<file path="config.mk">
export PLATFORM = sky130hd
export DESIGN_NAME = cs_decode_top
export DESIGN_NICKNAME = d
export VERILOG_FILES = /design/src/cs_decode_pkg.sv /design/src/bus_sampler.sv /design/src/region_window.sv /design/src/select_collector.sv /design/src/cs_decode_top.sv
export VERILOG_INCLUDE_DIRS = /design/src
export SDC_FILE = /design/constraint.sdc
export NUM_CORES = 1
export LEC_CHECK = 0
export BUFFER_PORTS_ARGS = -buffer_cell sky130_fd_sc_hd__buf_2
export CAP_MARGIN = 0
export CELL_PAD_IN_SITES_DETAIL_PLACEMENT = 2
export CELL_PAD_IN_SITES_GLOBAL_PLACEMENT = 2
export CORE_MARGIN = 2
export CORE_UTILIZATION = 38
export CTS_BUF_LIST = sky130_fd_sc_hd__clkbuf_16
export CTS_CLUSTER_SIZE = 30
export DETAILED_ROUTE_END_ITERATION = 16
export GPL_TIMING_DRIVEN = 0
export PLACE_DENSITY_LB_ADDON = 0.1
export SYNTH_ARGS = -nofsm -noshare
export SYNTH_HDL_FRONTEND = slang
export SYNTH_HIERARCHICAL = 1
export SYNTH_SLANG_ARGS = --single-unit
</file>
<file path="constraint.sdc">
create_clock -name clk -period 2.6 [get_ports clk]
set_input_delay 0.13 -clock clk [delete_from_list [all_inputs] [get_ports clk]]
set_output_delay 0.13 -clock clk [all_outputs]
set_load 0.01 [all_outputs]
</file>
<file path="src/cs_decode_config.svh">
// Chip-select decoder configuration

`ifndef CS_DECODE_CONFIG_SVH
`define CS_DECODE_CONFIG_SVH

// number of decoded 68000 regions and Z80 ports
`define CS_M68K_REGIONS 17
`define CS_Z80_PORTS    8

// input to select, in clock cycles
`define CS_LATENCY 2

// 68000 window bounds, inclusive
// region 0 (prog_rom) is the leftmost entry, region 16 (reset_z80) the rightmost
`define CS_M68K_LO_LIST { \
    24'h000000, 24'h080000, 24'h0c0000, \
    24'h100000, 24'h100002, 24'h100004, \
    24'h100006, 24'h100010, 24'h140000, \
    24'h140002, 24'h140008, 24'h144000, \
    24'h146000, 24'h180000, 24'h1c0000, \
    24'h1c0002, 24'h1c8000 }

`define CS_M68K_HI_LIST { \
    24'h07ffff, 24'h083fff, 24'h0c0fff, \
    24'h100001, 24'h100003, 24'h100005, \
    24'h100007, 24'h10001f, 24'h140001, \
    24'h140003, 24'h14000f, 24'h1447ff, \
    24'h1467ff, 24'h180fff, 24'h1c0001, \
    24'h1c0003, 24'h1c8001 }

// Z80 I/O port numbers
// p1, p2, system, dswa, dswb, sound0, sound1, tjump
`define CS_Z80_PORT_LIST { \
    8'h00, 8'h10, 8'h20, 8'h40, \
    8'h50, 8'h60, 8'h61, 8'h70 }

`endif

</file>
<file path="src/cs_decode_pkg.sv">
// Chip-select decoder types

package cs_decode_pkg;

    // 68000 byte address and Z80 I/O port number
    typedef logic [23:0] m68k_addr_t;
    typedef logic [7:0]  z80_port_t;

    // one sampled 68000 bus cycle
    typedef struct packed {
        m68k_addr_t addr;
        logic       active;
    } m68k_bus_t;

    // one sampled Z80 I/O cycle
    typedef struct packed {
        z80_port_t addr;
        logic      active;
    } z80_bus_t;

    // 68000 region selects, in memory map order
    typedef struct packed {
        logic prog_rom;
        logic ram;
        logic sprite_ram;
        logic bcu_flip;
        logic tile_ofs;
        logic tile_attr;
        logic tile_num;
        logic scroll;
        logic vblank;
        logic int_en;
        logic crtc;
        logic tile_palette;
        logic sprite_palette;
        logic shared_ram;
        logic scroll_ofs_x;
        logic scroll_ofs_y;
        logic reset_z80;
    } m68k_sel_t;

    // Z80 port selects
    typedef struct packed {
        logic p1;
        logic p2;
        logic system;
        logic dswa;
        logic dswb;
        logic sound0;
        logic sound1;
        logic tjump;
    } z80_sel_t;

endpackage

</file>
<file path="src/bus_sampler.sv">
// CPU bus sampler

`timescale 1ns/1ps

module bus_sampler
    import cs_decode_pkg::*;
#(
    parameter type addr_t = m68k_addr_t,
    parameter type bus_t  = m68k_bus_t
)
(
    input  logic  clk,
    input  logic  arst_n,

    // raw CPU side
    input  addr_t addr,
    input  logic  strobe_n,

    // qualified, registered cycle
    output bus_t  bus
);

    logic  active_d;
    addr_t addr_d;

    // strobes are active low on both CPUs
    assign active_d = ~strobe_n;

    // idle cycles carry a zero address
    always_comb
    begin
        if (active_d)
        begin
            addr_d = addr;
        end
        else
        begin
            addr_d = '0;
        end
    end

    always_ff @(posedge clk or negedge arst_n)
    begin
        if (!arst_n)
        begin
            bus <= '0;
        end
        else
        begin
            bus.addr   <= addr_d;
            bus.active <= active_d;
        end
    end

endmodule

</file>
<file path="src/region_window.sv">
// Address window compare

`timescale 1ns/1ps

module region_window
#(
    parameter type   addr_t = logic [7:0],
    parameter addr_t lo     = '0,
    parameter addr_t hi     = '0
)
(
    input  logic  valid,
    input  addr_t addr,
    output logic  hit
);

    logic above_lo;
    logic below_hi;

    // both bounds inclusive
    assign above_lo = (addr >= lo);
    assign below_hi = (addr <= hi);

    // a single port decodes as lo == hi
    assign hit = valid & above_lo & below_hi;

endmodule

</file>
<file path="src/select_collector.sv">
// Select collector

`timescale 1ns/1ps

`include "cs_decode_config.svh"

module select_collector
    import cs_decode_pkg::*;
(
    input  logic                        clk,
    input  logic                        arst_n,

    // window results, bit i is region or port i
    input  logic [`CS_M68K_REGIONS-1:0] m68k_hit,
    input  logic                        m68k_active,
    input  logic [`CS_Z80_PORTS-1:0]    z80_hit,

    output m68k_sel_t                   m68k_sel,
    output z80_sel_t                    z80_sel,
    output logic                        unmapped
);

    m68k_sel_t m68k_sel_d;
    z80_sel_t  z80_sel_d;
    logic      unmapped_d;

    // hit index to named select
    always_comb
    begin
        m68k_sel_d.prog_rom       = m68k_hit[0];
        m68k_sel_d.ram            = m68k_hit[1];
        m68k_sel_d.sprite_ram     = m68k_hit[2];
        m68k_sel_d.bcu_flip       = m68k_hit[3];
        m68k_sel_d.tile_ofs       = m68k_hit[4];
        m68k_sel_d.tile_attr      = m68k_hit[5];
        m68k_sel_d.tile_num       = m68k_hit[6];
        m68k_sel_d.scroll         = m68k_hit[7];
        m68k_sel_d.vblank         = m68k_hit[8];
        m68k_sel_d.int_en         = m68k_hit[9];
        m68k_sel_d.crtc           = m68k_hit[10];
        m68k_sel_d.tile_palette   = m68k_hit[11];
        m68k_sel_d.sprite_palette = m68k_hit[12];
        m68k_sel_d.shared_ram     = m68k_hit[13];
        m68k_sel_d.scroll_ofs_x   = m68k_hit[14];
        m68k_sel_d.scroll_ofs_y   = m68k_hit[15];
        m68k_sel_d.reset_z80      = m68k_hit[16];
    end

    always_comb
    begin
        z80_sel_d.p1     = z80_hit[0];
        z80_sel_d.p2     = z80_hit[1];
        z80_sel_d.system = z80_hit[2];
        z80_sel_d.dswa   = z80_hit[3];
        z80_sel_d.dswb   = z80_hit[4];
        z80_sel_d.sound0 = z80_hit[5];
        z80_sel_d.sound1 = z80_hit[6];
        z80_sel_d.tjump  = z80_hit[7];
    end

    // strobed 68000 cycle that no window claims
    assign unmapped_d = m68k_active & ~(|m68k_hit);

    always_ff @(posedge clk or negedge arst_n)
    begin
        if (!arst_n)
        begin
            m68k_sel <= '0;
            z80_sel  <= '0;
            unmapped <= 1'b0;
        end
        else
        begin
            m68k_sel <= m68k_sel_d;
            z80_sel  <= z80_sel_d;
            unmapped <= unmapped_d;
        end
    end

endmodule

</file>
<file path="src/cs_decode_top.sv">
// Chip-select decoder top

`timescale 1ns/1ps

`include "cs_decode_config.svh"

module cs_decode_top
    import cs_decode_pkg::*;
(
    input  logic        clk,
    input  logic        arst_n,

    // 68000 bus
    input  m68k_addr_t  cpu_a,
    input  logic        cpu_as_n,

    // Z80 bus, I/O cycles decode the low byte only
    input  logic [15:0] z80_addr,
    input  logic        iorq_n,

    output m68k_sel_t   m68k_sel,
    output z80_sel_t    z80_sel,
    output logic        unmapped
);

    localparam int m68k_aw = $bits(m68k_addr_t);
    localparam int z80_aw  = $bits(z80_port_t);

    localparam logic [`CS_M68K_REGIONS*m68k_aw-1:0] m68k_lo_list  = `CS_M68K_LO_LIST;
    localparam logic [`CS_M68K_REGIONS*m68k_aw-1:0] m68k_hi_list  = `CS_M68K_HI_LIST;
    localparam logic [`CS_Z80_PORTS*z80_aw-1:0]     z80_port_list = `CS_Z80_PORT_LIST;

    m68k_bus_t                   m68k_bus;
    z80_bus_t                    z80_bus;
    logic [`CS_M68K_REGIONS-1:0] m68k_hit;
    logic [`CS_Z80_PORTS-1:0]    z80_hit;

    bus_sampler #(
        .addr_t (m68k_addr_t),
        .bus_t  (m68k_bus_t)
    ) i_m68k_sampler (
        .clk      (clk),
        .arst_n   (arst_n),
        .addr     (cpu_a),
        .strobe_n (cpu_as_n),
        .bus      (m68k_bus)
    );

    bus_sampler #(
        .addr_t (z80_port_t),
        .bus_t  (z80_bus_t)
    ) i_z80_sampler (
        .clk      (clk),
        .arst_n   (arst_n),
        .addr     (z80_addr[7:0]),
        .strobe_n (iorq_n),
        .bus      (z80_bus)
    );

    // list entries run left to right from index 0
    for (genvar i = 0; i < `CS_M68K_REGIONS; i++)
    begin : g_m68k_window
        region_window #(
            .addr_t (m68k_addr_t),
            .lo     (m68k_lo_list[(`CS_M68K_REGIONS-1-i)*m68k_aw +: m68k_aw]),
            .hi     (m68k_hi_list[(`CS_M68K_REGIONS-1-i)*m68k_aw +: m68k_aw])
        ) i_window (
            .valid (m68k_bus.active),
            .addr  (m68k_bus.addr),
            .hit   (m68k_hit[i])
        );
    end

    for (genvar i = 0; i < `CS_Z80_PORTS; i++)
    begin : g_z80_window
        region_window #(
            .addr_t (z80_port_t),
            .lo     (z80_port_list[(`CS_Z80_PORTS-1-i)*z80_aw +: z80_aw]),
            .hi     (z80_port_list[(`CS_Z80_PORTS-1-i)*z80_aw +: z80_aw])
        ) i_window (
            .valid (z80_bus.active),
            .addr  (z80_bus.addr),
            .hit   (z80_hit[i])
        );
    end

    select_collector i_select_collector (
        .clk         (clk),
        .arst_n      (arst_n),
        .m68k_hit    (m68k_hit),
        .m68k_active (m68k_bus.active),
        .z80_hit     (z80_hit),
        .m68k_sel    (m68k_sel),
        .z80_sel     (z80_sel),
        .unmapped    (unmapped)
    );

endmodule

</file>
==> flow_summary.ini <==
[status]
status = complete, no violations

[clock_tree]
htreeDepth = 3
clk_path_buf_depth = 2
cts_setup_buffers = 0
hold_buffers = 0
clock_latency_ns = 0.33
cts_buffers = 9
clk_pin_slew_worst_paths_ns = 0.06
cts_resized = 0
cts_root_buffer = clkbuf_16
cts_sinks = 60
tritoncts = yes

[setup_path]
cp_max_fo = 15
crit_chain = nor4_2, nand4_1, nor2_1, nor4_1, nand4_1, nor4_2
cp.buffers_inverters = 0
r2r-end = i_select_collector/unmapped
required_ns = 2.84
slowest_stage = dfrtp_1
critPathTopFamily = simple AND/OR/NAND/NOR gates
cp-start-kind = flip-flop
crit_type = reg2reg
worstReg2RegStart = i_m68k_sampler/bus[13]
critPathArrivalTime_ns = 2.43
max_stage_delay_ns = 0.86
endpoint_kind = flip-flop
reg2reg_depth = 6
r2r_slack_ns = 0.41

[timing]
tns_ns = 0
fin_crit_sh = 0.844
finalCriticalPeriod_ns = 2.19
fmax_mhz = 456
slew_viol_final = 0
setup_viol = 0
finalHoldViolations = 0
finalWorstSetupSlack_ns = 0.406
slew_headroom = 0.436
rsz0062_at_grt = false
skew_ns = 0.0125
tightest_slew_ns = 0.846

[placement]
dpl.hpwl_um = 6000
pre_cts_slack_ns = 0.356
io_buffer_count = 61
placed_cell_area_um2 = 3480
gp_congestion = 0.785

[synthesis]
syn_avg_cell_area_um2 = 11.9
syn-num-nets = 301
synth_area_um2 = 3050
ys_seq_area_frac = 0.493
synth-seq-cells = 60
yosysWarnings = 6
synthDistinctLibCells = 28
syn_inst = 257

[pwr]
vdd_drop_max_uv = 285
powerDensity_nw_per_um2 = 644
power.leakage_nw = 1.60

[route]
ant_nets = 0
vias_per_cell = 5.92
top_layer = met4
dr.pass1.iters = 4
drc = 0
routed-wl-met2_um = 4700
via_count = 2587
dr_wl_met3_um = 339
drt-initial-drc-count = 188
wirelength_um = 9550
wl_met1_um = 4380
post_drt_wl_per_cell_um = 21.9

[global_routing]
track_usage = 0.242
grt_pass1_vias = 2726
overflow = 0
grt_pass1_wl_um = 15900
antenna_found_initial = 0
grt_max_degree = 61

[die]
core_um2 = 7770
die_height_um = 93.6
fp.dieW_um = 93.6
std_cell_rows = 32
fp.dieArea_um2 = 8750
ioPinCount = 70
initial_core_util = 0.392

[finish]
final_area_um2 = 3790
nNetsFinal = 374
syn_to_final_growth_pct = 24.3
diodes = 0
drive_above_1_share = 0.370

[worst_hold_path]
min_from = cpu_a[8]
holdPathStages = 2
hp-class = in2reg
hold_end = i_m68k_sampler/bus[9]

[run]
cap_violations = 0
==> worst max-delay path by stage <==
stage | startpoint | endpoint | slack (ns) | depth (start not counted)
finish | i_m68k_sampler/bus[13] | i_select_collector/unmapped | 0.41 | 6
global route | i_m68k_sampler/bus[24] | i_select_collector/unmapped | 0.31 | 6
CTS | i_m68k_sampler/bus[24] | i_select_collector/unmapped | 0.36 | 6
detailed placement | i_m68k_sampler/bus[24] | i_select_collector/unmapped | 0.36 | 6
global placement | i_m68k_sampler/bus[13] | i_select_collector/unmapped | 0.44 | 6
floorplan | i_m68k_sampler/bus[24] | i_select_collector/unmapped | 0.93 | 6
==> per-stage QoR <==
stage          instances  utilization  power (mW)  hold slack (ns)
2_1_floorplan        257            -        1.17           -0.166
3_3_place_gp         420        0.448        1.27            0.346
3_5_place_dp         420        0.448        1.29            0.356
4_1_cts              436        0.486        2.47           0.0137
5_1_grt              437        0.488        2.54           0.0173
6_report             437        0.488        2.44           0.0216
==> routing by layer <==
metal / vias to the layer above / GRT usage
li1: 1161 / -
met1: 1344 / 0.333
met2: 71 / 0.392
met3: 11 / 0.0371
met4: 0 / 0.0809
met5: - / 0
==> synthesized netlist by cell type <==
cell type  count  area (um2)
dfrtp_1       60        1500
nor2b_1       31         194
nor4_1        25         156
nor4_2        25         313
nor2_1        21        78.8
nand4_1       15        93.8
nor4b_2       14         210
nand2_1       11        41.3
nor4b_1        6        52.6
nor4bb_1       6        60.1
nor3_2         5        50.1
or3_1          5        31.3
and4_1         4        35.0
and4b_1        4        40.0
inv_1          3        11.3
nor3_1         3        15.0
nor3b_1        3        22.5
and4bb_2       2        25.0
buf_4          2        15.0
nand4b_1       2        17.5
nand4bb_1      2        22.5
or4b_1         2        20.0
and2b_1        1        7.51
and3_1         1        6.26
nand2b_1       1        6.26
nand3_1        1        5.00
nand3b_1       1        7.51
o2111ai_1      1        8.76
==> registers in the layout (all words and copies together), names as in the netlist <==
signal / cells
i_m68k_sampler/bus: 25
i_select_collector/m68k_sel: 17
i_select_collector/unmapped: 1
i_select_collector/z80_sel: 8
i_z80_sampler/bus: 9
==> kinds of logic (layout without fill, tap and decap cells) <==
family          count (synthesis)  in the layout  share of synthesized area
compound gates                  1              1                    0.00287
buf+inv                         5             83                    0.00862
flops                          60             60                      0.493
simple gates                  191            191                      0.496
==> layout by cell type, fill, tap and decap left out <==
| master | n |
|---|---|
| dfrtp_1 | 60 |
| buf_2 | 60 |
| nor2b_1 | 31 |
| nor4_1 | 25 |
| nor4_2 | 25 |
| nor2_1 | 21 |
| nand4_1 | 15 |
| nor4b_2 | 14 |
| nand2_1 | 11 |
| clkbuf_16 | 9 |
| nor4bb_1 | 6 |
| nor4b_1 | 6 |
| nor3_2 | 5 |
| or3_1 | 5 |
| inv_1 | 4 |
| and4_1 | 4 |
| and4b_1 | 4 |
| nor3b_1 | 3 |
| nor3_1 | 3 |
| buf_4 | 3 |
| clkinv_2 | 2 |
| clkinv_4 | 2 |
| or4b_1 | 2 |
| and4bb_2 | 2 |
| nand4bb_1 | 2 |
| nand4b_1 | 2 |
| clkinvlp_4 | 1 |
| bufinv_16 | 1 |
| and3_1 | 1 |
| o2111ai_1 | 1 |
| nand3_1 | 1 |
| nand3b_1 | 1 |
| dlygate4sd3_1 | 1 |
| and2b_1 | 1 |
| nand2b_1 | 1 |
==> power by group <==
group	total (mW)	leakage (nW)	switching (mW)	internal (mW)
sequential	1.09	0.796	0.126	0.963
combinational	0.188	0.657	0.0814	0.106
clock	1.16	0.147	0.423	0.737
total	2.44	1.60	0.631	1.81
==> final cells by class <==
cell class	instances	area [um2]
repair buffers	62	318
inverters	3	11.3
fillers	819	3980
clock inverters	7	68.8
plain buffers	2	15.0
clock buffers	9	225
multi-input cells	192	1520
well taps	102	128
flip-flops and latches	60	1500
Note: power is estimated with default switching activity, not from simulation.
